`src/hw/ste_glue_pkg.sv`:
```
// ------------------------------
// shared constants, enums and structs of the STE glue logic
// referenced by scoped name from every RTL block
// ------------------------------

package ste_glue_pkg;

	// chipset register page, high address byte
	localparam logic [7:0] IO_PAGE = 8'hff;

	// blitter window, 64 bytes from here
	localparam logic [15:0] BLITTER_BASE = 16'h8a00;

	// dma windows inside the io page
	localparam logic [15:0] DMA_WIN_A = 16'h8608;   // 4 bytes
	localparam logic [15:0] DMA_WIN_B = 16'h860c;   // 2 bytes
	localparam logic [15:0] DMA_WIN_HD = 16'h860e;  // 2 bytes, ste only

	// bus_cycle slot in which dma or blitter may own the ram
	localparam logic [1:0] CPU_SLOT = 2'd1;

	// audio midpoints
	localparam logic [9:0] PSG_BIAS = 10'h200;
	localparam logic [7:0] DSND_BIAS = 8'h80;
	localparam int MIX_W = 15;

	// source of the data returned to the 68000, highest priority first
	typedef enum logic [2:0] {
		src_dma,
		src_blitter,
		src_shifter,
		src_mfp,
		src_rom,
		src_acia,
		src_snd,
		src_mcu
	} read_src_e;

	// owner of the ram port
	typedef enum logic [1:0] {
		master_cpu,
		master_dma,
		master_blitter
	} master_e;

	// 68000 bus as seen by the glue, addr is a word address
	typedef struct packed {
		logic [23:1] addr;
		logic        as_n;
		logic        uds_n;
		logic        lds_n;
		logic        rw;
	} cpu_bus_t;

	// selects coming out of the mcu
	typedef struct packed {
		logic fcs_n;
		logic rdat_n;
		logic mfpcs_n;
		logic mfpiack_n;
		logic rom_n;
		logic n6850;
		logic sndcs;
	} chip_sel_t;

	// dma or blitter bus master request
	typedef struct packed {
		logic [23:1] addr;
		logic        read;
		logic        write;
		logic [15:0] dout;
	} master_req_t;

	// request towards the sdram controller
	typedef struct packed {
		logic [23:1] addr;
		logic        oe;
		logic        we;
		logic        uds;
		logic        lds;
		logic [15:0] din;
	} ram_req_t;

	typedef struct packed {
		read_src_e read_src;
		master_e   master;
		logic      blitter_sel;
		logic      dma_sel;
	} decode_t;

endpackage

```
`src/hw/bus_decode.sv`:
```
// ------------------------------
// register window decode for blitter and dma,
// read source priority and ram master choice
// ------------------------------

module bus_decode (
	input  ste_glue_pkg::cpu_bus_t  cpu,
	input  ste_glue_pkg::chip_sel_t sel,
	input  logic                    ste,
	input  logic                    blitter_enable,
	input  logic                    dma_br,
	input  logic                    blitter_bgack,
	input  logic [1:0]              bus_cycle,
	output ste_glue_pkg::decode_t   dec
);

	logic page_hit;
	logic strobe;
	logic blitter_sel;
	logic dma_sel;
	logic win_a;
	logic win_b;
	logic win_hd;
	ste_glue_pkg::read_src_e read_src;
	ste_glue_pkg::master_e   master;

	assign page_hit = (cpu.addr[23:16] == ste_glue_pkg::IO_PAGE);
	assign strobe = ~cpu.as_n & ~(cpu.uds_n & cpu.lds_n);  // at least one ds active

	// ff8a00..ff8a3f, the ste always carries a blitter
	assign blitter_sel = (blitter_enable | ste) & page_hit & strobe &
		({cpu.addr[15:6], 6'd0} == ste_glue_pkg::BLITTER_BASE);

	assign win_a = ({cpu.addr[15:2], 2'd0} == ste_glue_pkg::DMA_WIN_A);
	assign win_b = ({cpu.addr[15:1], 1'b0} == ste_glue_pkg::DMA_WIN_B);
	assign win_hd = ({cpu.addr[15:1], 1'b0} == ste_glue_pkg::DMA_WIN_HD) & ste;

	// fcs_n covers the word-only ff8604 pair
	assign dma_sel = page_hit & strobe & (~sel.fcs_n | win_a | win_b | win_hd);

	always_comb begin
		if (dma_sel)
			read_src = ste_glue_pkg::src_dma;
		else if (blitter_sel)
			read_src = ste_glue_pkg::src_blitter;
		else if (!sel.rdat_n)
			read_src = ste_glue_pkg::src_shifter;
		else if (!(sel.mfpcs_n & sel.mfpiack_n))  // register access or int ack
			read_src = ste_glue_pkg::src_mfp;
		else if (!sel.rom_n)
			read_src = ste_glue_pkg::src_rom;
		else if (!sel.n6850)
			read_src = ste_glue_pkg::src_acia;
		else if (sel.sndcs)
			read_src = ste_glue_pkg::src_snd;
		else
			read_src = ste_glue_pkg::src_mcu;
	end

	// other masters only get the ram in the cpu slot
	always_comb begin
		master = ste_glue_pkg::master_cpu;
		if ((bus_cycle == ste_glue_pkg::CPU_SLOT) && (dma_br | blitter_bgack)) begin
			if (dma_br)
				master = ste_glue_pkg::master_dma;  // dma wins over blitter
			else
				master = ste_glue_pkg::master_blitter;
		end
	end

	assign dec = '{
		read_src:    read_src,
		master:      master,
		blitter_sel: blitter_sel,
		dma_sel:     dma_sel
	};

endmodule

```
`src/hw/ram_bus_mux.sv`:
```
// ------------------------------
// single ram port multiplexer between the cpu path
// and the dma / blitter masters, plus the ras edge strobes
// ------------------------------

module ram_bus_mux (
	input  logic                      clk_32,
	input  logic                      xsint,
	input  ste_glue_pkg::decode_t     dec,
	input  ste_glue_pkg::master_req_t dma,
	input  ste_glue_pkg::master_req_t blit,
	input  logic [23:1]               mcu_addr,
	input  logic                      ras_n,
	input  logic                      mcu_we_n,
	input  logic                      mcu_uds,
	input  logic                      mcu_lds,
	input  logic [15:0]               shifter_wdata,
	input  logic                      dma_br,
	input  logic                      blitter_bgack,
	output ste_glue_pkg::ram_req_t    ram,
	output logic                      br
);

	logic ras_n_d;
	logic ras_fall;
	logic cpu_oe;
	logic cpu_we;
	ste_glue_pkg::master_req_t bm;  // master owning the slot

	// previous ras level, idles high so no strobe after reset
	always_ff @(posedge clk_32 or negedge xsint) begin
		if (!xsint)
			ras_n_d <= 1'b1;
		else
			ras_n_d <= ras_n;
	end

	assign ras_fall = ras_n_d & ~ras_n;

	// reads of address zero are suppressed
	assign cpu_oe = ras_fall & mcu_we_n & (|mcu_addr);
	assign cpu_we = ras_fall & ~mcu_we_n;

	assign bm = (dec.master == ste_glue_pkg::master_dma) ? dma : blit;

	always_comb begin
		// write data follows bus ownership, not the slot
		if (dma_br)
			ram.din = dma.dout;
		else if (blitter_bgack)
			ram.din = blit.dout;
		else
			ram.din = shifter_wdata;

		if (dec.master == ste_glue_pkg::master_cpu) begin
			ram.addr = mcu_addr;
			ram.oe = cpu_oe;
			ram.we = cpu_we;
			ram.uds = mcu_uds;
			ram.lds = mcu_lds;
		end else begin
			ram.addr = bm.addr;
			ram.oe = bm.read;
			ram.we = bm.write;
			ram.uds = 1'b1;  // masters always move whole words
			ram.lds = 1'b1;
		end
	end

	// halts the cpu while another master holds the bus
	assign br = dma_br | blitter_bgack;

endmodule

```
`src/hw/cpu_read_mux.sv`:
```
// ------------------------------
// read data return to the 68000 and combined dtack
// ------------------------------

module cpu_read_mux (
	input  ste_glue_pkg::decode_t dec,
	input  logic [15:0]           dma_rdata,
	input  logic [15:0]           blit_rdata,
	input  logic [15:0]           shifter_rdata,
	input  logic [7:0]            mfp_rdata,
	input  logic [15:0]           rom_rdata,
	input  logic [7:0]            acia_rdata,
	input  logic [7:0]            snd_rdata,
	input  logic [15:0]           mcu_rdata,
	input  logic                  mcu_dtack_n,
	input  logic                  mfp_dtack,
	input  logic                  dma_br,
	output logic [15:0]           cpu_din,
	output logic                  dtack_n
);

	always_comb begin
		case (dec.read_src)
			ste_glue_pkg::src_dma:     cpu_din = dma_rdata;
			ste_glue_pkg::src_blitter: cpu_din = blit_rdata;
			ste_glue_pkg::src_shifter: cpu_din = shifter_rdata;
			ste_glue_pkg::src_mfp:     cpu_din = {8'hff, mfp_rdata};  // odd byte device
			ste_glue_pkg::src_rom:     cpu_din = rom_rdata;
			ste_glue_pkg::src_acia:    cpu_din = {acia_rdata, 8'hff};
			ste_glue_pkg::src_snd:     cpu_din = {snd_rdata, 8'hff};
			default:                   cpu_din = mcu_rdata;
		endcase
	end

	// internal windows acknowledge at once
	// no dtack at all while dma owns the bus
	assign dtack_n = (mcu_dtack_n & ~mfp_dtack & ~dec.dma_sel & ~dec.blitter_sel) | dma_br;

endmodule

```
`src/hw/audio_mix.sv`:
```
// ------------------------------
// psg mono/stereo sum mixed with ste dma sound
// into registered 15 bit left and right samples
// ------------------------------

module audio_mix (
	input  logic                           clk_32,
	input  logic                           xsint,
	input  logic [7:0]                     psg_a,
	input  logic [7:0]                     psg_b,
	input  logic [7:0]                     psg_c,
	input  logic                           psg_stereo,
	input  logic [7:0]                     dsnd_l,
	input  logic [7:0]                     dsnd_r,
	output logic [ste_glue_pkg::MIX_W-1:0] audio_l,
	output logic [ste_glue_pkg::MIX_W-1:0] audio_r
);

	logic [9:0] psg_mono;
	logic [9:0] psg_l;
	logic [9:0] psg_r;

	// remove the midpoints and stretch both to 14 bits plus sign
	function automatic logic [ste_glue_pkg::MIX_W-1:0] mix_term(
		input logic [9:0] psg,
		input logic [7:0] dsnd
	);
		logic [9:0] p;
		logic [7:0] d;
		p = psg - ste_glue_pkg::PSG_BIAS;
		d = dsnd - ste_glue_pkg::DSND_BIAS;
		return {p[9], p, p[9:6]} + {d[7], d, d[7:2]};
	endfunction

	assign psg_mono = 10'(psg_a) + 10'(psg_b) + 10'(psg_c);

	// b is the centre channel in stereo
	assign psg_l = psg_stereo ? 10'(psg_a) + 10'(psg_b) : psg_mono;
	assign psg_r = psg_stereo ? 10'(psg_c) + 10'(psg_b) : psg_mono;

	always_ff @(posedge clk_32 or negedge xsint) begin
		if (!xsint) begin
			audio_l <= '0;
			audio_r <= '0;
		end else begin
			audio_l <= mix_term(psg_l, dsnd_l);
			audio_r <= mix_term(psg_r, dsnd_r);
		end
	end

endmodule

```
`src/hw/ste_glue.sv`:
```
// ------------------------------
// STE chipset glue top level, sits between the mcu,
// cpu, masters, sdram controller and audio dac
// ------------------------------

module ste_glue (
	input  logic                           clk_32,
	input  logic                           xsint,

	// cpu side
	input  ste_glue_pkg::cpu_bus_t         cpu,
	input  ste_glue_pkg::chip_sel_t        sel,
	input  logic                           ste,
	input  logic                           blitter_enable,
	output logic [15:0]                    cpu_din,
	output logic                           dtack_n,
	output logic                           br,

	// bus masters and ram timing
	input  logic                           dma_br,
	input  logic                           blitter_bgack,
	input  logic [1:0]                     bus_cycle,
	input  ste_glue_pkg::master_req_t      dma,
	input  ste_glue_pkg::master_req_t      blit,
	input  logic [23:1]                    mcu_addr,
	input  logic                           ras_n,
	input  logic                           mcu_we_n,
	input  logic                           mcu_uds,
	input  logic                           mcu_lds,
	input  logic [15:0]                    shifter_wdata,
	output ste_glue_pkg::ram_req_t         ram_req,

	// read data sources
	input  logic [15:0]                    dma_rdata,
	input  logic [15:0]                    blit_rdata,
	input  logic [15:0]                    shifter_rdata,
	input  logic [7:0]                     mfp_rdata,
	input  logic [15:0]                    rom_rdata,
	input  logic [7:0]                     acia_rdata,
	input  logic [7:0]                     snd_rdata,
	input  logic [15:0]                    mcu_rdata,
	input  logic                           mcu_dtack_n,
	input  logic                           mfp_dtack,

	// audio
	input  logic [7:0]                     psg_a,
	input  logic [7:0]                     psg_b,
	input  logic [7:0]                     psg_c,
	input  logic                           psg_stereo,
	input  logic [7:0]                     dsnd_l,
	input  logic [7:0]                     dsnd_r,
	output logic [ste_glue_pkg::MIX_W-1:0] audio_l,
	output logic [ste_glue_pkg::MIX_W-1:0] audio_r
);

	ste_glue_pkg::decode_t dec;

	bus_decode u_bus_decode (
		.cpu            (cpu),
		.sel            (sel),
		.ste            (ste),
		.blitter_enable (blitter_enable),
		.dma_br         (dma_br),
		.blitter_bgack  (blitter_bgack),
		.bus_cycle      (bus_cycle),
		.dec            (dec)
	);

	ram_bus_mux u_ram_bus_mux (
		.clk_32         (clk_32),
		.xsint          (xsint),
		.dec            (dec),
		.dma            (dma),
		.blit           (blit),
		.mcu_addr       (mcu_addr),
		.ras_n          (ras_n),
		.mcu_we_n       (mcu_we_n),
		.mcu_uds        (mcu_uds),
		.mcu_lds        (mcu_lds),
		.shifter_wdata  (shifter_wdata),
		.dma_br         (dma_br),
		.blitter_bgack  (blitter_bgack),
		.ram            (ram_req),
		.br             (br)
	);

	cpu_read_mux u_cpu_read_mux (
		.dec            (dec),
		.dma_rdata      (dma_rdata),
		.blit_rdata     (blit_rdata),
		.shifter_rdata  (shifter_rdata),
		.mfp_rdata      (mfp_rdata),
		.rom_rdata      (rom_rdata),
		.acia_rdata     (acia_rdata),
		.snd_rdata      (snd_rdata),
		.mcu_rdata      (mcu_rdata),
		.mcu_dtack_n    (mcu_dtack_n),
		.mfp_dtack      (mfp_dtack),
		.dma_br         (dma_br),
		.cpu_din        (cpu_din),
		.dtack_n        (dtack_n)
	);

	audio_mix u_audio_mix (
		.clk_32         (clk_32),
		.xsint          (xsint),
		.psg_a          (psg_a),
		.psg_b          (psg_b),
		.psg_c          (psg_c),
		.psg_stereo     (psg_stereo),
		.dsnd_l         (dsnd_l),
		.dsnd_r         (dsnd_r),
		.audio_l        (audio_l),
		.audio_r        (audio_r)
	);

endmodule

```
`config.mk`:
```
export PLATFORM = sky130hd
export DESIGN_NAME = ste_glue
export DESIGN_NICKNAME = d
export VERILOG_FILES = /design/src/hw/ste_glue_pkg.sv /design/src/hw/bus_decode.sv /design/src/hw/ram_bus_mux.sv /design/src/hw/cpu_read_mux.sv /design/src/hw/audio_mix.sv /design/src/hw/ste_glue.sv
export SDC_FILE = /design/constraint.sdc
export NUM_CORES = 1
export LEC_CHECK = 0
export ABC_AREA = 1
export BUFFER_PORTS_ARGS = -buffer_cell sky130_fd_sc_hd__clkbuf_2
export CAP_MARGIN = 20
export CORE_AREA = 2 2 158 160
export CTS_BUF_LIST = sky130_fd_sc_hd__clkbuf_16
export DETAILED_ROUTE_END_ITERATION = 8
export DIE_AREA = 0 0 160 162
export PLACE_DENSITY = 0.53
export SKIP_CTS_REPAIR_TIMING = 1
export SLEW_MARGIN = 25
export SYNTH_ARGS = -nofsm -noshare
export SYNTH_HDL_FRONTEND = slang
export SYNTH_SLANG_ARGS = --single-unit
```
`constraint.sdc`:
```
create_clock -name clk_32 -period 4.2 [get_ports clk_32]
set_input_delay 0.63 -clock clk_32 [delete_from_list [all_inputs] [get_ports clk_32]]
set_output_delay 0.63 -clock clk_32 [all_outputs]
set_load 0.02 [all_outputs]
```
**Word level (Yosys, flattened, before mapping)**

Index checks and enable logic that the tools add are counted.

- Bits in registers: 31
- Input bits: 314
- Output and inout port bits: 91
- Word-level logic and storage cells: 75

- Add/subtract/negate cells: 9
- Equal/unequal tests: 13
- Mux-type cells: 16
- Bitwise logic cells: 30
- Reduce and logical (&&, ||, !) cells: 4

Operators by type and width:

| kind | count |
|---|---|
| case mux 16 bit (7 select lines) | 1 |
| 2-to-1 mux 41 bit | 1 |
| 2-to-1 mux 16 bit | 2 |
| adder 14 x 14 -> 15 bit | 2 |
| equality test 15 bit, second input constant | 2 |
| 2-to-1 mux 27 bit | 1 |
| OR reduction 23 bit | 1 |
| 2-to-1 mux 10 bit | 2 |
| subtractor 10 bit, second input constant | 2 |
| adder 8 x 8 -> 9 bit | 2 |
| 2-to-1 mux 3 bit | 6 |
| AND 1 bit | 16 |
| subtractor 8 bit, second input constant | 2 |
| equality test 14 bit, second input constant | 1 |
| adder 9 x 8 -> 10 bit | 1 |
| equality test 10 bit, second input constant | 1 |
| equality test 3 bit, second input constant | 3 |
| equality test 8 bit, second input constant | 1 |
| inverter 1 bit | 8 |
| equality test 3 x 2 -> 1 bit, second input constant | 2 |
| OR 1 bit | 6 |
| equality test 2 x 1 -> 1 bit, second input constant | 2 |
| 2-to-1 mux 2 bit | 2 |
| equality test 3 x 1 -> 1 bit, second input constant | 1 |
| other kinds (4) | 4 |

**Depth between registers and ports, before layout**

Gate-level depths: netlist of the first run.

- Depth after elaboration: 9
- Gate-level depth with buffers: 25

**Hierarchy**

From an unflattened synthesis of the first run, not the netlist that was laid out.

- Cells, all modules: 1047
- Area, all modules: 5935.7 um2

By module, submodules not included:

| module | times used | cells each | area each (um2) | seq. area each (um2) |
|---|---|---|---|---|
| audio_mix | 1 | 533 | 3529.6 | 750.7 |
| cpu_read_mux | 1 | 245 | 1181.1 | 0.0 |
| ram_bus_mux | 1 | 210 | 949.7 | 26.3 |
| bus_decode | 1 | 59 | 275.3 | 0.0 |

**Worst setup path before layout of the first run**

OpenSTA, ideal clock, no wires.

- Path type: input to register
- Start point: input port psg_a[0]
- End point: register u_audio_mix.audio_l[11] (netlist bit)
- Data arrival time: 4198 ps
- Data required time: 4069 ps
- Setup slack: -129 ps
- Stages on the path: 23
- Path buffers: 0
- Cells stage by stage: ha_1 fa_1 nand3_1 nand2_1 a21oi_1 o21ai_0 xnor2_1 inv_1 ha_1 inv_1 o311ai_0 xnor2_1 nand2_1 o21ai_0 inv_1 ha_1 nand3_1 nand2_1 a21oi_1 nor2_1 o21ai_0 o21ai_0 xor2_1

- Word-level cells in the longest chain between the ends: 5

RTL lines:

| item | RTL line | text |
|---|---|---|
| from (decl) | ste_glue.sv:46 | `input logic [7:0] psg_a,` |
| adder 8 x 8 -> 9 bit * | audio_mix.sv:35, audio_mix.sv:38 |  |
| adder 9 x 8 -> 10 bit | audio_mix.sv:35 | `assign psg_mono = 10'(psg_a) + 10'(psg_b) + 10'(psg_c);` |
| 2-to-1 mux 10 bit * | audio_mix.sv:38 | `assign psg_l = psg_stereo ? 10'(psg_a) + 10'(psg_b) : psg_mono;` |
| subtractor 10 bit * | audio_mix.sv:30 | `p = psg - ste_glue_pkg::PSG_BIAS;` |
| adder 14 x 14 -> 15 bit * | audio_mix.sv:32 | `return {p[9], p, p[9:6]} + {d[7], d, d[7:2]};` |
| to (signal assigned) | audio_mix.sv:46 | `audio_l <= mix_term(psg_l, dsnd_l);` |
| to (decl) | audio_mix.sv:15 | `output logic [ste_glue_pkg::MIX_W-1:0] audio_l,` |

Every way passes the cells marked *; elsewhere a longest branch is shown, timed or not.

**Worst setup path after layout of the first run**

- Start point: input port psg_a[0]
- End point: register u_audio_mix.audio_r[10] (netlist bit)

- Word-level cells in the longest chain between the ends: 5

RTL lines:

| item | RTL line | text |
|---|---|---|
| adder 8 x 8 -> 9 bit | audio_mix.sv:35 |  |
| adder 9 x 8 -> 10 bit | audio_mix.sv:35 |  |
| 2-to-1 mux 10 bit | audio_mix.sv:39 | `assign psg_r = psg_stereo ? 10'(psg_c) + 10'(psg_b) : psg_mono;` |
| subtractor 10 bit | audio_mix.sv:30 |  |
| adder 14 x 14 -> 15 bit | audio_mix.sv:32 |  |
| to (signal assigned) | audio_mix.sv:47 | `audio_r <= mix_term(psg_r, dsnd_r);` |
| to (decl) | audio_mix.sv:16 | `output logic [ste_glue_pkg::MIX_W-1:0] audio_r` |

Every way passes these cells.

==> impl_results.html, run 1 <==
<table>
<tr><th>Metric</th><th>Value</th></tr>
<tr><th colspan="2">Run status</th></tr>
<tr><td>Run status</td><td>complete, no violations</td></tr>
<tr><th colspan="2">Clock network</th></tr>
<tr><td>Clock tree from TritonCTS</td><td>done</td></tr>
<tr><td>Clk buf depth</td><td>2</td></tr>
<tr><td>H-tree depth</td><td>2</td></tr>
<tr><td>Num CTS Buffers</td><td>5</td></tr>
<tr><td>Clock-pin transition on the worst setup and hold timing paths</td><td>roughly 0.050 ns</td></tr>
<tr><td>Sinks on Clock Net</td><td>31</td></tr>
<tr><td>Cell at the root of the clock tree</td><td>sky130_fd_sc_hd__clkbuf_16</td></tr>
<tr><th colspan="2">Power and ir drop</th></tr>
<tr><td>Lkg Pwr</td><td>4.81 nW</td></tr>
<tr><td>Max VDD drop</td><td>roughly 0.31 mV</td></tr>
<tr><td>Power per cell area</td><td>314 mW/mm^2</td></tr>
<tr><td>Post-layout power</td><td>2.68 mW</td></tr>
<tr><th colspan="2">Routing</th></tr>
<tr><td>Drt initial violations</td><td>around 330</td></tr>
<tr><td>Count of TritonRoute iterations in the first routing pass</td><td>5</td></tr>
<tr><td>Via count of the routed design</td><td>7357</td></tr>
<tr><td>WL/cell</td><td>15.0 um</td></tr>
<tr><td>Number of nets with antenna violations after detailed routing</td><td>0</td></tr>
<tr><td>Via density per instance</td><td>4.45</td></tr>
<tr><td>Detailed Route WL</td><td>around 25 mm</td></tr>
<tr><td>DRC violation count after routing</td><td>0</td></tr>
<tr><th colspan="2">GRT</th></tr>
<tr><td>Overall Global Routing Usage</td><td>17.9%</td></tr>
<tr><td>Largest net degree at the start of global routing</td><td>49</td></tr>
<tr><td>Number of global-route vias before repair</td><td>7097</td></tr>
<tr><td>Antenna violations before repair</td><td>1</td></tr>
<tr><td>Total global routing overflow</td><td>0</td></tr>
<tr><td>First-pass GRT wire length</td><td>37.0 mm</td></tr>
<tr><th colspan="2">Floorplanning</th></tr>
<tr><td>Total Die Area</td><td>between 0.02 and 0.03 mm^2</td></tr>
<tr><td>Number of rows created at floorplan</td><td>57</td></tr>
<tr><td>Width of the die</td><td>160 um</td></tr>
<tr><td>Number of top-level pins</td><td>405</td></tr>
<tr><td>Core Box Area</td><td>roughly 0.024 mm^2</td></tr>
<tr><td>Initial core utilization</td><td>22.2%</td></tr>
<tr><td>Die height</td><td>around 160 um</td></tr>
<tr><th colspan="2">Critical path</th></tr>
<tr><td>Worst path cell trace</td><td>clkbuf_2 &gt; ha_2 &gt; fa_2 &gt; nand3_1 &gt; nand2_2 &gt; a21oi_2 &gt; o21ai_1 &gt; xnor2_1 &gt; inv_1 &gt; ha_4 &gt; a21oi_1 &gt; o311ai_4 &gt; xnor2_1 &gt; nand2_1 &gt; nand2_1 &gt; inv_2 &gt; fa_2 &gt; nand3_1 &gt; nand2_2 &gt; a31oi_2 &gt; o21ai_2 &gt; nand3_1 &gt; nand2_1 &gt; xor2_1</td></tr>
<tr><td>Crit path arrival time</td><td>4.14 ns</td></tr>
<tr><td>Crit path max fanout</td><td>4</td></tr>
<tr><td>Critical path buffer and inverter count</td><td>3</td></tr>
<tr><td>Count of cell instances traversed by the critical path</td><td>24</td></tr>
<tr><td>Kind of cell adding the most delay to the critical path</td><td>adder cells</td></tr>
<tr><td>Max incr delay on CP</td><td>0.36 ns</td></tr>
<tr><td>Crit. End Element</td><td>flop</td></tr>
<tr><td>Crit path max-delay cell type</td><td>sky130_fd_sc_hd__fa_2</td></tr>
<tr><td>WP data required</td><td>about 4.4 ns</td></tr>
<tr><td>Critical path class</td><td>in2reg</td></tr>
<tr><td>Type of origin of the critical path</td><td>input port</td></tr>
<tr><th colspan="2">Timing</th></tr>
<tr><td>Worst Max-Slew Pin Slew</td><td>0.935 ns</td></tr>
<tr><td>Time the final worst path needs with I/O delays and setup</td><td>approximately 4.0 ns</td></tr>
<tr><td>Hold Violations, Final</td><td>0</td></tr>
<tr><td>Final-report setup violation count</td><td>0</td></tr>
<tr><td>FMAX</td><td>251 MHz</td></tr>
<tr><td>Final max-slew violation count</td><td>0</td></tr>
<tr><td>Fraction of the cycle the final worst path needs</td><td>95.0%</td></tr>
<tr><td>Slew Limit Headroom</td><td>37.3%</td></tr>
<tr><td>Setup TNS after final layout</td><td>0 ns</td></tr>
<tr><td>Final-layout worst hold slack</td><td>between 0.4 and 0.5 ns</td></tr>
<tr><th colspan="2">Finish</th></tr>
<tr><td>Post-layout instance area</td><td>roughly 0.0085 mm^2</td></tr>
<tr><td>Layout Area Growth over Synthesis</td><td>59.3%</td></tr>
<tr><td>Proportion of layout cells with a drive suffix above 1</td><td>41.3%</td></tr>
<tr><td>Fill cell instance count of the final layout</td><td>2715</td></tr>
<tr><td>Number of nets in the finished design</td><td>1699</td></tr>
<tr><td>Post-Layout Cell Count</td><td>1654</td></tr>
<tr><th colspan="2">Synthesis</th></tr>
<tr><td>Synthesized area per cell</td><td>6.08 um^2</td></tr>
<tr><td>Number of enable flip-flop cells after synthesis</td><td>0</td></tr>
<tr><td>Syn nets</td><td>1252</td></tr>
<tr><td>Seq/Total Area, Yosys</td><td>14.5%</td></tr>
<tr><td>Warnings from Yosys</td><td>0</td></tr>
<tr><td>Total of flip-flops plus latches after synthesis</td><td>31</td></tr>
<tr><td>Area of the mapped netlist</td><td>0.00536 mm^2</td></tr>
<tr><td>Post-synthesis cell type count</td><td>44</td></tr>
<tr><td>Synth Instances</td><td>881</td></tr>
<tr><td>Share of async-settable or async-resettable flops after synthesis</td><td>100%</td></tr>
<tr><td>Ys flop type</td><td>sky130_fd_sc_hd__dfrtp_1</td></tr>
<tr><th colspan="2">Placed design</th></tr>
<tr><td>Post-DP HPWL</td><td>21.6 mm</td></tr>
<tr><td>Count of placed standard cells including taps</td><td>1644</td></tr>
<tr><td>Placed inst area</td><td>between 0.008 and 0.009 mm^2</td></tr>
<tr><td>Placer congestion estimate</td><td>0.859</td></tr>
<tr><td>Number of buffers added on ports</td><td>403</td></tr>
<tr><th colspan="2">Flow run</th></tr>
<tr><td>Number of max-capacitance violations reported</td><td>0</td></tr>
<tr><th colspan="2">Hold path</th></tr>
<tr><td>Class of the worst hold path</td><td>in2async</td></tr>
</table>
[path summary, 6_finish.rpt]
check / from / endpoint / slack (ns)
setup / recovery: psg_a[0] / u_audio_mix.audio_r[10] / 0.21
hold / removal: xsint / u_audio_mix.audio_l[5] / 0.41
max in group asynchronous: xsint / u_audio_mix.audio_r[7] / 3.30
min in group clk_32: ras_n / u_ram_bus_mux.ras_n_d / 0.46
[cell families (layout without fill, tap and decap cells)]
group	count (synthesis)	count (layout)	synth area share, %
and+or+nand+nor	439	439	36.2
buffers and inverters	134	582	10.0
xor gates and xnor gates	38	38	6.21
DFF	31	31	14.5
adders and majority gates	57	57	14.0
other	0	1	0
AOI/OAI and AO/OA	182	182	19.1
[sequential cells by signal (all words and copies together) (netlist names)]
register,count
u_ram_bus_mux.ras_n_d,1
u_audio_mix.audio_r,15
u_audio_mix.audio_l,15
[power by group]
group	switching [mW]	leakage (nW)	total, mW	internal (mW)
clock network	0.117	0.0701	0.329	0.212
logic	1.07	4.38	1.88	0.803
registers	0.0337	0.362	0.471	0.438
total	1.23	4.81	2.68	1.45
[cells in the mapped netlist, types with 5 or more instances]
cell type / count / area (um^2)
sky130_fd_sc_hd__a21oi_1: 84 / 420
sky130_fd_sc_hd__a31oi_1: 21 / 131
sky130_fd_sc_hd__buf_2: 8 / 40.0
sky130_fd_sc_hd__clkbuf_1: 16 / 60.1
sky130_fd_sc_hd__dfrtp_1: 30 / 751
sky130_fd_sc_hd__fa_1: 5 / 100
sky130_fd_sc_hd__ha_1: 52 / 651
sky130_fd_sc_hd__inv_1: 98 / 368
sky130_fd_sc_hd__inv_2: 5 / 18.8
sky130_fd_sc_hd__nand2_1: 201 / 754
sky130_fd_sc_hd__nand2_4: 5 / 56.3
sky130_fd_sc_hd__nand3_1: 68 / 340
sky130_fd_sc_hd__nand4_1: 13 / 81.3
sky130_fd_sc_hd__nor2_1: 126 / 473
sky130_fd_sc_hd__nor3_1: 5 / 25.0
sky130_fd_sc_hd__o211ai_1: 11 / 82.6
sky130_fd_sc_hd__o21ai_0: 46 / 230
sky130_fd_sc_hd__xnor2_1: 12 / 105
sky130_fd_sc_hd__xor2_1: 26 / 228
[layer usage]
layer	GRT usage, %	part of all wire, %	vias to the layer above
met5	0	0	-
li1	-	-	3820
met1	20.6	39	3212
met2	35.1	54	299
met3	2.22	5.2	26
met4	4.22	1.7	0
[final cells by class]
| type | instances | area [um^2] | area share [%] |
|---|---|---|---|
| Clock inverter | 3 | 11.3 | 0.132 |
| Sequential cell | 31 | 777 | 9.10 |
| Clock buffer | 5 | 125 | 1.47 |
| Tap cell | 324 | 405 | 4.75 |
| Multi-Input combinational cell | 716 | 4300 | 50.4 |
| Timing Repair Buffer | 470 | 2520 | 29.6 |
| Inverter | 104 | 390 | 4.57 |
| Antenna cell | 1 | 2.50 | 0.0293 |
[per-stage QoR]
step	setup slack, ns	util (%)
2_1_floorplan	0.0133	-
3_3_place_gp	-0.313	33.8
3_5_place_dp	-0.399	33.8
4_1_cts	-0.131	34.4
5_1_grt	-0.0150	35.4
6_report	0.209	35.4
[placed cells by master, fill, tap and decap left out, types with 7 or more instances in the layout]
master	instances
sky130_fd_sc_hd__xor2_1	25
sky130_fd_sc_hd__buf_4	66
sky130_fd_sc_hd__nand2_2	9
sky130_fd_sc_hd__nor2_1	124
sky130_fd_sc_hd__inv_2	7
sky130_fd_sc_hd__a31oi_1	19
sky130_fd_sc_hd__inv_1	97
sky130_fd_sc_hd__ha_4	9
sky130_fd_sc_hd__o211ai_1	11
sky130_fd_sc_hd__dfrtp_1	30
sky130_fd_sc_hd__nand4_1	13
sky130_fd_sc_hd__ha_1	41
sky130_fd_sc_hd__a21oi_2	10
sky130_fd_sc_hd__o21ai_0	34
sky130_fd_sc_hd__xnor2_1	12
sky130_fd_sc_hd__nand2_1	195
sky130_fd_sc_hd__a21oi_1	77
sky130_fd_sc_hd__nand3_1	68
sky130_fd_sc_hd__o21ai_1	8
sky130_fd_sc_hd__clkbuf_2	403
Note: power is estimated with default switching activity, not from simulation.
==> inputs of run 2 (changes only) <==
--- a/config.mk
+++ b/config.mk
@@ -7,12 +7,14 @@
 export LEC_CHECK = 0
 export ABC_AREA = 1
 export BUFFER_PORTS_ARGS = -buffer_cell sky130_fd_sc_hd__clkbuf_2
-export CAP_MARGIN = 20
-export CORE_AREA = 2 2 158 160
+export CAP_MARGIN = 40
+export CELL_PAD_IN_SITES_DETAIL_PLACEMENT = 1
+export CELL_PAD_IN_SITES_GLOBAL_PLACEMENT = 1
+export CORE_AREA = 2 2 159 161
 export CTS_BUF_LIST = sky130_fd_sc_hd__clkbuf_16
 export DETAILED_ROUTE_END_ITERATION = 8
-export DIE_AREA = 0 0 160 162
-export PLACE_DENSITY = 0.53
+export DIE_AREA = 0 0 161 163
+export PLACE_DENSITY = 0.75
 export SKIP_CTS_REPAIR_TIMING = 1
 export SLEW_MARGIN = 25
 export SYNTH_ARGS = -nofsm -noshare
==> impl_results.html, run 2 (synthesis results as in run 1) <==
<table>
<tr><th>Metric</th><th>Value</th></tr>
<tr><th colspan="2">Power and ir drop</th></tr>
<tr><td>Clk network pwr share</td><td>14.5% (was 12.3%)</td></tr>
<tr><td>Max VDD drop</td><td>0.230 mV (was 0.310 mV)</td></tr>
<tr><td>Switching power total</td><td>1.36 mW (was 1.23 mW)</td></tr>
<tr><td>Sw Share</td><td>47.0% (was 45.8%)</td></tr>
<tr><td>Flop pwr share</td><td>16.6% (was 17.6%)</td></tr>
<tr><td>Fraction of power consumed by combinational cells</td><td>68.9% (was 70.1%)</td></tr>
<tr><td>Power per cell area</td><td>335 mW/mm^2 (was 314 mW/mm^2)</td></tr>
<tr><td>Int Power</td><td>1.54 mW (was 1.45 mW)</td></tr>
<tr><td>Lkg Pwr</td><td>4.84 nW (was 4.81 nW)</td></tr>
<tr><th colspan="2">Clock network</th></tr>
<tr><td>Num CTS Buffers</td><td>5 (unchanged)</td></tr>
<tr><td>Sinks on Clock Net</td><td>31 (unchanged)</td></tr>
<tr><td>H-tree depth</td><td>2 (unchanged)</td></tr>
<tr><td>Clock-pin transition on the worst setup and hold timing paths</td><td>0.05 ns (about the same)</td></tr>
<tr><td>Clock tree from TritonCTS</td><td>done (unchanged)</td></tr>
<tr><td>Cell at the root of the clock tree</td><td>sky130_fd_sc_hd__clkbuf_16 (unchanged)</td></tr>
<tr><td>Clk buf depth</td><td>2 (unchanged)</td></tr>
<tr><th colspan="2">Routing</th></tr>
<tr><td>Via density per instance</td><td>4.68 (was 4.45)</td></tr>
<tr><td>Number of nets with antenna violations after detailed routing</td><td>0 (unchanged)</td></tr>
<tr><td>Count of TritonRoute iterations in the first routing pass</td><td>4 (was 5)</td></tr>
<tr><td>Detailed Route WL</td><td>27.6 mm (was 24.7 mm)</td></tr>
<tr><td>Via count of the routed design</td><td>7771 (was 7357)</td></tr>
<tr><td>Drt initial violations</td><td>263 (was 332)</td></tr>
<tr><td>WL/cell</td><td>16.6 um (was 15.0 um)</td></tr>
<tr><td>DRC violation count after routing</td><td>0 (unchanged)</td></tr>
<tr><th colspan="2">GRT</th></tr>
<tr><td>Largest net degree at the start of global routing</td><td>41 (was 49)</td></tr>
<tr><td>Number of global-route vias before repair</td><td>8112 (was 7097)</td></tr>
<tr><td>First-pass GRT wire length</td><td>40.7 mm (was 37.0 mm)</td></tr>
<tr><td>Total global routing overflow</td><td>0 (unchanged)</td></tr>
<tr><td>Overall Global Routing Usage</td><td>19.3% (was 17.9%)</td></tr>
<tr><td>Antenna violations before repair</td><td>1 (unchanged)</td></tr>
<tr><th colspan="2">Floorplanning</th></tr>
<tr><td>Number of rows created at floorplan</td><td>58 (was 57)</td></tr>
<tr><td>Width of the die</td><td>161 um (was 160 um)</td></tr>
<tr><td>Die height</td><td>163 um (was 162 um)</td></tr>
<tr><td>Initial core utilization</td><td>21.7% (was 22.2%)</td></tr>
<tr><td>Number of top-level pins</td><td>405 (unchanged)</td></tr>
<tr><td>Core Box Area</td><td>0.0247 mm^2 (was 0.0241 mm^2)</td></tr>
<tr><td>Total Die Area</td><td>0.0262 mm^2 (was 0.0259 mm^2)</td></tr>
<tr><th colspan="2">Timing</th></tr>
<tr><td>Worst Max-Slew Pin Slew</td><td>0.806 ns (was 0.935 ns)</td></tr>
<tr><td>Final max-slew violation count</td><td>0 (unchanged)</td></tr>
<tr><td>Hold Violations, Final</td><td>0 (unchanged)</td></tr>
<tr><td>Setup ws final</td><td>0.133 ns (was 0.209 ns)</td></tr>
<tr><td>Final-report setup violation count</td><td>0 (unchanged)</td></tr>
<tr><td>Slew Limit Headroom</td><td>46.3% (was 37.3%)</td></tr>
<tr><td>Final-layout worst hold slack</td><td>0.184 ns (was 0.411 ns)</td></tr>
<tr><td>RSZ-0062 raised after global routing</td><td>yes</td></tr>
<tr><td>Fraction of the cycle the final worst path needs</td><td>96.8% (was 95.0%)</td></tr>
<tr><td>FMAX</td><td>246 MHz (was 251 MHz)</td></tr>
<tr><td>Setup TNS after final layout</td><td>0 ns (unchanged)</td></tr>
<tr><td>Time the final worst path needs with I/O delays and setup</td><td>4.07 ns (was 3.99 ns)</td></tr>
<tr><th colspan="2">Placed design</th></tr>
<tr><td>Placer congestion estimate</td><td>0.909 (was 0.859)</td></tr>
<tr><td>Post-DP HPWL</td><td>22.7 mm (was 21.6 mm)</td></tr>
<tr><td>Worst setup slack after placement</td><td>-0.490 ns (was -0.399 ns)</td></tr>
<tr><td>Count of placed standard cells including taps</td><td>1648 (was 1644)</td></tr>
<tr><td>Number of buffers added on ports</td><td>403 (unchanged)</td></tr>
<tr><th colspan="2">Finish</th></tr>
<tr><td>Proportion of layout cells with a drive suffix above 1</td><td>42.1% (was 41.3%)</td></tr>
<tr><td>Layout Area Growth over Synthesis</td><td>61.7% (was 59.3%)</td></tr>
<tr><td>Post-Layout Cell Count</td><td>1661 (was 1654)</td></tr>
<tr><td>Most common cell after layout, fill and taps aside</td><td>sky130_fd_sc_hd__clkbuf_2 (unchanged)</td></tr>
<tr><td>Total inserted antenna cells</td><td>0 (was 1)</td></tr>
<tr><td>Most frequent cells in the layout</td><td>sky130_fd_sc_hd__clkbuf_2 (403), sky130_fd_sc_hd__nand2_1 (196), sky130_fd_sc_hd__nor2_1 (125) (was sky130_fd_sc_hd__clkbuf_2 (403), sky130_fd_sc_hd__nand2_1 (195), sky130_fd_sc_hd__nor2_1 (124))</td></tr>
<tr><td>Largest regs</td><td>u_audio_mix.audio_l: 15 flops, u_audio_mix.audio_r: 15 flops, u_ram_bus_mux.ras_n_d: 1 flops (unchanged)</td></tr>
<tr><td>Number of nets in the finished design</td><td>1701 (was 1699)</td></tr>
<tr><th colspan="2">Hold path</th></tr>
<tr><td>Class of the worst hold path</td><td>in2async (unchanged)</td></tr>
<tr><th colspan="2">Run status</th></tr>
<tr><td>Run status</td><td>complete, no violations (unchanged)</td></tr>
<tr><th colspan="2">Critical path</th></tr>
<tr><td>Critical path class</td><td>in2reg (unchanged)</td></tr>
<tr><td>Kind of cell adding the most delay to the critical path</td><td>adder cells (unchanged)</td></tr>
<tr><td>Max incr delay on CP</td><td>0.33 ns (was 0.36 ns)</td></tr>
<tr><td>WP data required</td><td>4.38 ns (was 4.35 ns)</td></tr>
<tr><td>Crit path arrival time</td><td>4.25 ns (was 4.14 ns)</td></tr>
<tr><td>Crit path max fanout</td><td>4 (unchanged)</td></tr>
<tr><td>Type of origin of the critical path</td><td>input port (unchanged)</td></tr>
<tr><td>Crit. End Element</td><td>flop (unchanged)</td></tr>
<tr><td>Crit path max-delay cell type</td><td>sky130_fd_sc_hd__fa_2 (unchanged)</td></tr>
<tr><td>Critical path buffer and inverter count</td><td>4 (was 3)</td></tr>
<tr><td>Cell with the most instances on the worst path</td><td>sky130_fd_sc_hd__nand2_1</td></tr>
<tr><th colspan="2">Flow run</th></tr>
<tr><td>Number of max-capacitance violations reported</td><td>0 (unchanged)</td></tr>
</table>
==> run 2: worst max-delay path by stage <==
| stage | start | end | cells after the start |
|---|---|---|---|
| final | psg_b[0] | u_audio_mix.audio_r[10] | 26 |
| after global routing | psg_b[0] | u_audio_mix.audio_r[10] | 26 |
| after CTS | psg_a[0] | u_audio_mix.audio_l[11] | 24 |
| after detailed placement | psg_a[0] | u_audio_mix.audio_r[10] | 24 |
| after global placement | psg_a[0] | u_audio_mix.audio_r[10] | 24 |
| after floorplan | psg_a[0] | u_audio_mix.audio_l[10] | 25 |
==> run 2: through the flow <==
stage | util [%] | cell area (um^2) | power, mW
global placement | 33.0 | 8150 | 2.25
floorplan | - | 5370 | 1.50
finish | 35.1 | 8660 | 2.91
global route | 35.1 | 8660 | 3.11
CTS | 33.7 | 8320 | 2.75
detailed placement | 33.0 | 8150 | 2.30
==> run 2: cell type report <==
cell class,instances,area (um^2)
multi-input cells,716,4360
clock buffers,5,125
flip-flops and latches,31,777
well taps,330,413
repair buffers,472,2560
clock inverters,3,38.8
inverters,104,390
fillers,3353,16000
==> run 2: routing by layer <==
layer  vias up  track usage, %  part of all wire [%]
met3        39            3.44                   6.9
met5         -               0                     0
met1      3636            22.4                    39
met2       278            36.4                    52
met4         0            4.95                   2.4
li1       3818               -                     -
==> run 2: power by group through the flow <==
stage	clock network, mW	logic (mW)	registers (mW)
after floorplan	0	0.839	0.659
after global placement	0	1.77	0.482
after detailed placement	0	1.81	0.487
after CTS	0.426	1.84	0.483
after global routing	0.437	2.18	0.496
final	0.422	2.00	0.483
==> inputs of run 3 (changes only) <==
--- a/config.mk
+++ b/config.mk
@@ -15,6 +15,7 @@
 export DETAILED_ROUTE_END_ITERATION = 8
 export DIE_AREA = 0 0 161 163
 export PLACE_DENSITY = 0.75
+export RECOVER_POWER = 100
 export SKIP_CTS_REPAIR_TIMING = 1
 export SLEW_MARGIN = 25
 export SYNTH_ARGS = -nofsm -noshare
==> impl_results.html, run 3 (synthesis results as in run 1) <==
<table>
<tr><th>Metric</th><th>Value</th></tr>
<tr><th colspan="2">Critical path</th></tr>
<tr><td>Critical path launch point</td><td>psg_b[0] (unchanged)</td></tr>
<tr><td>Crit. End Element</td><td>flop (unchanged)</td></tr>
<tr><td>Crit path max-delay cell type</td><td>sky130_fd_sc_hd__fa_2 (unchanged)</td></tr>
<tr><td>Type of origin of the critical path</td><td>input port (unchanged)</td></tr>
<tr><td>WP data required</td><td>4.36 ns (was 4.38 ns)</td></tr>
<tr><td>Crit path max fanout</td><td>4 (unchanged)</td></tr>
<tr><td>Critical path class</td><td>in2reg (unchanged)</td></tr>
<tr><td>Crit path arrival time</td><td>4.22 ns (was 4.25 ns)</td></tr>
<tr><td>Max incr delay on CP</td><td>0.33 ns (about the same)</td></tr>
<tr><th colspan="2">GRT</th></tr>
<tr><td>First-pass GRT wire length</td><td>40.7 mm (unchanged)</td></tr>
<tr><td>Antenna violations before repair</td><td>1 (unchanged)</td></tr>
<tr><td>Total global routing overflow</td><td>0 (unchanged)</td></tr>
<tr><td>Overall Global Routing Usage</td><td>19.3% (unchanged)</td></tr>
<tr><td>Number of global-route vias before repair</td><td>8112 (unchanged)</td></tr>
<tr><td>Largest net degree at the start of global routing</td><td>41 (unchanged)</td></tr>
<tr><th colspan="2">Timing</th></tr>
<tr><td>FMAX</td><td>246 MHz (about the same)</td></tr>
<tr><td>Setup ws final</td><td>0.140 ns (was 0.133 ns)</td></tr>
<tr><td>Final-layout worst hold slack</td><td>0.214 ns (was 0.184 ns)</td></tr>
<tr><td>Final max-slew violation count</td><td>0 (unchanged)</td></tr>
<tr><td>Slew Limit Headroom</td><td>4.77% (was 46.3%)</td></tr>
<tr><td>RSZ-0062 raised after global routing</td><td>yes (unchanged)</td></tr>
<tr><td>Final-report setup violation count</td><td>0 (unchanged)</td></tr>
<tr><td>Setup TNS after final layout</td><td>0 ns (unchanged)</td></tr>
<tr><td>Time the final worst path needs with I/O delays and setup</td><td>4.06 ns (was 4.07 ns)</td></tr>
<tr><td>Fraction of the cycle the final worst path needs</td><td>96.7% (was 96.8%)</td></tr>
<tr><td>Worst Max-Slew Pin Slew</td><td>1.43 ns (was 0.806 ns)</td></tr>
<tr><td>Hold Violations, Final</td><td>0 (unchanged)</td></tr>
<tr><th colspan="2">Clock network</th></tr>
<tr><td>Sinks on Clock Net</td><td>31 (unchanged)</td></tr>
<tr><td>H-tree depth</td><td>2 (unchanged)</td></tr>
<tr><td>Clk buf depth</td><td>2 (unchanged)</td></tr>
<tr><td>Clock tree from TritonCTS</td><td>done (unchanged)</td></tr>
<tr><td>Clock-pin transition on the worst setup and hold timing paths</td><td>0.05 ns (about the same)</td></tr>
<tr><td>Num CTS Buffers</td><td>5 (unchanged)</td></tr>
<tr><td>Cell at the root of the clock tree</td><td>sky130_fd_sc_hd__clkbuf_16 (unchanged)</td></tr>
<tr><th colspan="2">Placed design</th></tr>
<tr><td>Placer congestion estimate</td><td>0.909 (unchanged)</td></tr>
<tr><td>Count of placed standard cells including taps</td><td>1648 (unchanged)</td></tr>
<tr><td>Placed inst area</td><td>0.00815 mm^2 (unchanged)</td></tr>
<tr><td>Worst setup slack after placement</td><td>-0.490 ns (unchanged)</td></tr>
<tr><td>Number of buffers added on ports</td><td>403 (unchanged)</td></tr>
<tr><td>Post-DP HPWL</td><td>22.7 mm (unchanged)</td></tr>
<tr><th colspan="2">Finish</th></tr>
<tr><td>Most frequent cells in the layout</td><td>sky130_fd_sc_hd__clkbuf_2 (331), sky130_fd_sc_hd__nand2_1 (196), sky130_fd_sc_hd__nor2_1 (125) (was sky130_fd_sc_hd__clkbuf_2 (403), sky130_fd_sc_hd__nand2_1 (196), sky130_fd_sc_hd__nor2_1 (125))</td></tr>
<tr><td>Fill cell instance count of the final layout</td><td>3376 (was 3353)</td></tr>
<tr><td>Most common cell after layout, fill and taps aside</td><td>sky130_fd_sc_hd__clkbuf_2 (unchanged)</td></tr>
<tr><td>Proportion of layout cells with a drive suffix above 1</td><td>36.4% (was 42.1%)</td></tr>
<tr><td>Total inserted antenna cells</td><td>0 (unchanged)</td></tr>
<tr><td>Number of nets in the finished design</td><td>1701 (unchanged)</td></tr>
<tr><td>Layout Area Growth over Synthesis</td><td>59.6% (was 61.7%)</td></tr>
<tr><td>Post-Layout Cell Count</td><td>1661 (unchanged)</td></tr>
<tr><td>Post-layout instance area</td><td>0.00855 mm^2 (was 0.00866 mm^2)</td></tr>
<tr><td>Largest regs</td><td>u_audio_mix.audio_l: 15 flops, u_audio_mix.audio_r: 15 flops, u_ram_bus_mux.ras_n_d: 1 flops (unchanged)</td></tr>
<tr><td>Share of the core filled with cells in the final layout</td><td>34.6% (was 35.1%)</td></tr>
<tr><th colspan="2">Power and ir drop</th></tr>
<tr><td>Power per cell area</td><td>334 mW/mm^2 (was 335 mW/mm^2)</td></tr>
<tr><td>Post-layout power</td><td>2.86 mW (was 2.91 mW)</td></tr>
<tr><td>Max VDD drop</td><td>0.218 mV (was 0.230 mV)</td></tr>
<tr><td>Lkg Pwr</td><td>4.61 nW (was 4.84 nW)</td></tr>
<tr><th colspan="2">Floorplanning</th></tr>
<tr><td>Width of the die</td><td>161 um (unchanged)</td></tr>
<tr><td>Number of rows created at floorplan</td><td>58 (unchanged)</td></tr>
<tr><td>Core Box Area</td><td>0.0247 mm^2 (unchanged)</td></tr>
<tr><td>Initial core utilization</td><td>21.7% (unchanged)</td></tr>
<tr><td>Die height</td><td>163 um (unchanged)</td></tr>
<tr><td>Number of top-level pins</td><td>405 (unchanged)</td></tr>
<tr><td>Total Die Area</td><td>0.0262 mm^2 (unchanged)</td></tr>
<tr><th colspan="2">Routing</th></tr>
<tr><td>Number of nets with antenna violations after detailed routing</td><td>0 (unchanged)</td></tr>
<tr><td>Detailed Route WL</td><td>27.6 mm (about the same)</td></tr>
<tr><td>Via density per instance</td><td>4.67 (was 4.68)</td></tr>
<tr><td>WL/cell</td><td>16.6 um (about the same)</td></tr>
<tr><td>DRC violation count after routing</td><td>0 (unchanged)</td></tr>
<tr><td>Count of TritonRoute iterations in the first routing pass</td><td>4 (unchanged)</td></tr>
<tr><td>Via count of the routed design</td><td>7752 (was 7771)</td></tr>
<tr><td>Drt initial violations</td><td>268 (was 263)</td></tr>
<tr><th colspan="2">Run status</th></tr>
<tr><td>Run status</td><td>complete, no violations (unchanged)</td></tr>
<tr><th colspan="2">Flow run</th></tr>
<tr><td>Number of max-capacitance violations reported</td><td>0 (unchanged)</td></tr>
<tr><th colspan="2">Hold path</th></tr>
<tr><td>Class of the worst hold path</td><td>in2async (unchanged)</td></tr>
</table>
## run 3: cell count changes in the layout (fill, tap and decap cells not counted)
| cell | previous run | this run |
|---|---|---|
| sky130_fd_sc_hd__clkbuf_1 | 0 | 75 |
| sky130_fd_sc_hd__clkbuf_2 | 403 | 331 |
| sky130_fd_sc_hd__buf_4 | 67 | 65 |
| sky130_fd_sc_hd__buf_12 | 2 | 1 |
| sky130_fd_sc_hd__inv_1 | 93 | 94 |
| sky130_fd_sc_hd__inv_2 | 10 | 9 |
## run 3: worst max path at each step
stage	to	slack (ns)	cells past startpoint
floorplan	u_audio_mix.audio_l[10]	0.01	25
global placement	u_audio_mix.audio_r[10]	-0.32	24
detailed placement	u_audio_mix.audio_r[10]	-0.49	24
CTS	u_audio_mix.audio_l[11]	-0.25	24
global route	u_audio_mix.audio_r[10]	-0.15	26
finish	u_audio_mix.audio_r[11]	0.14	25
## run 3: where the power goes
group	internal (mW)	switching, mW
clock	0.277	0.145
combinational	0.779	1.18
sequential	0.438	0.0431
## run 3: layout make-up
type	instances	area [um^2]	area share [%]
flip-flops and latches	31	777	9.09
well taps	330	413	4.83
repair buffers	472	2450	28.6
multi-input cells	716	4360	51.0
clock buffers	5	125	1.46
clock inverters	3	38.8	0.454
inverters	104	390	4.57
## run 3: critical path: cells and delay by family
kind	cells	cell delay, ns
AOI/OAI and AO/OA	9	1.15
buffers and inverters	3	0.28
xor gates and xnor gates	2	0.32
and+or+nand+nor	7	0.71
adders and majority gates	4	1.12
## run 3: layer usage
metal  wire length (um)  global-route usage [%]
met5                  0                       0
met4                653                    4.95
met3               1830                    3.44
met2              14300                    36.4
met1              10800                    22.4
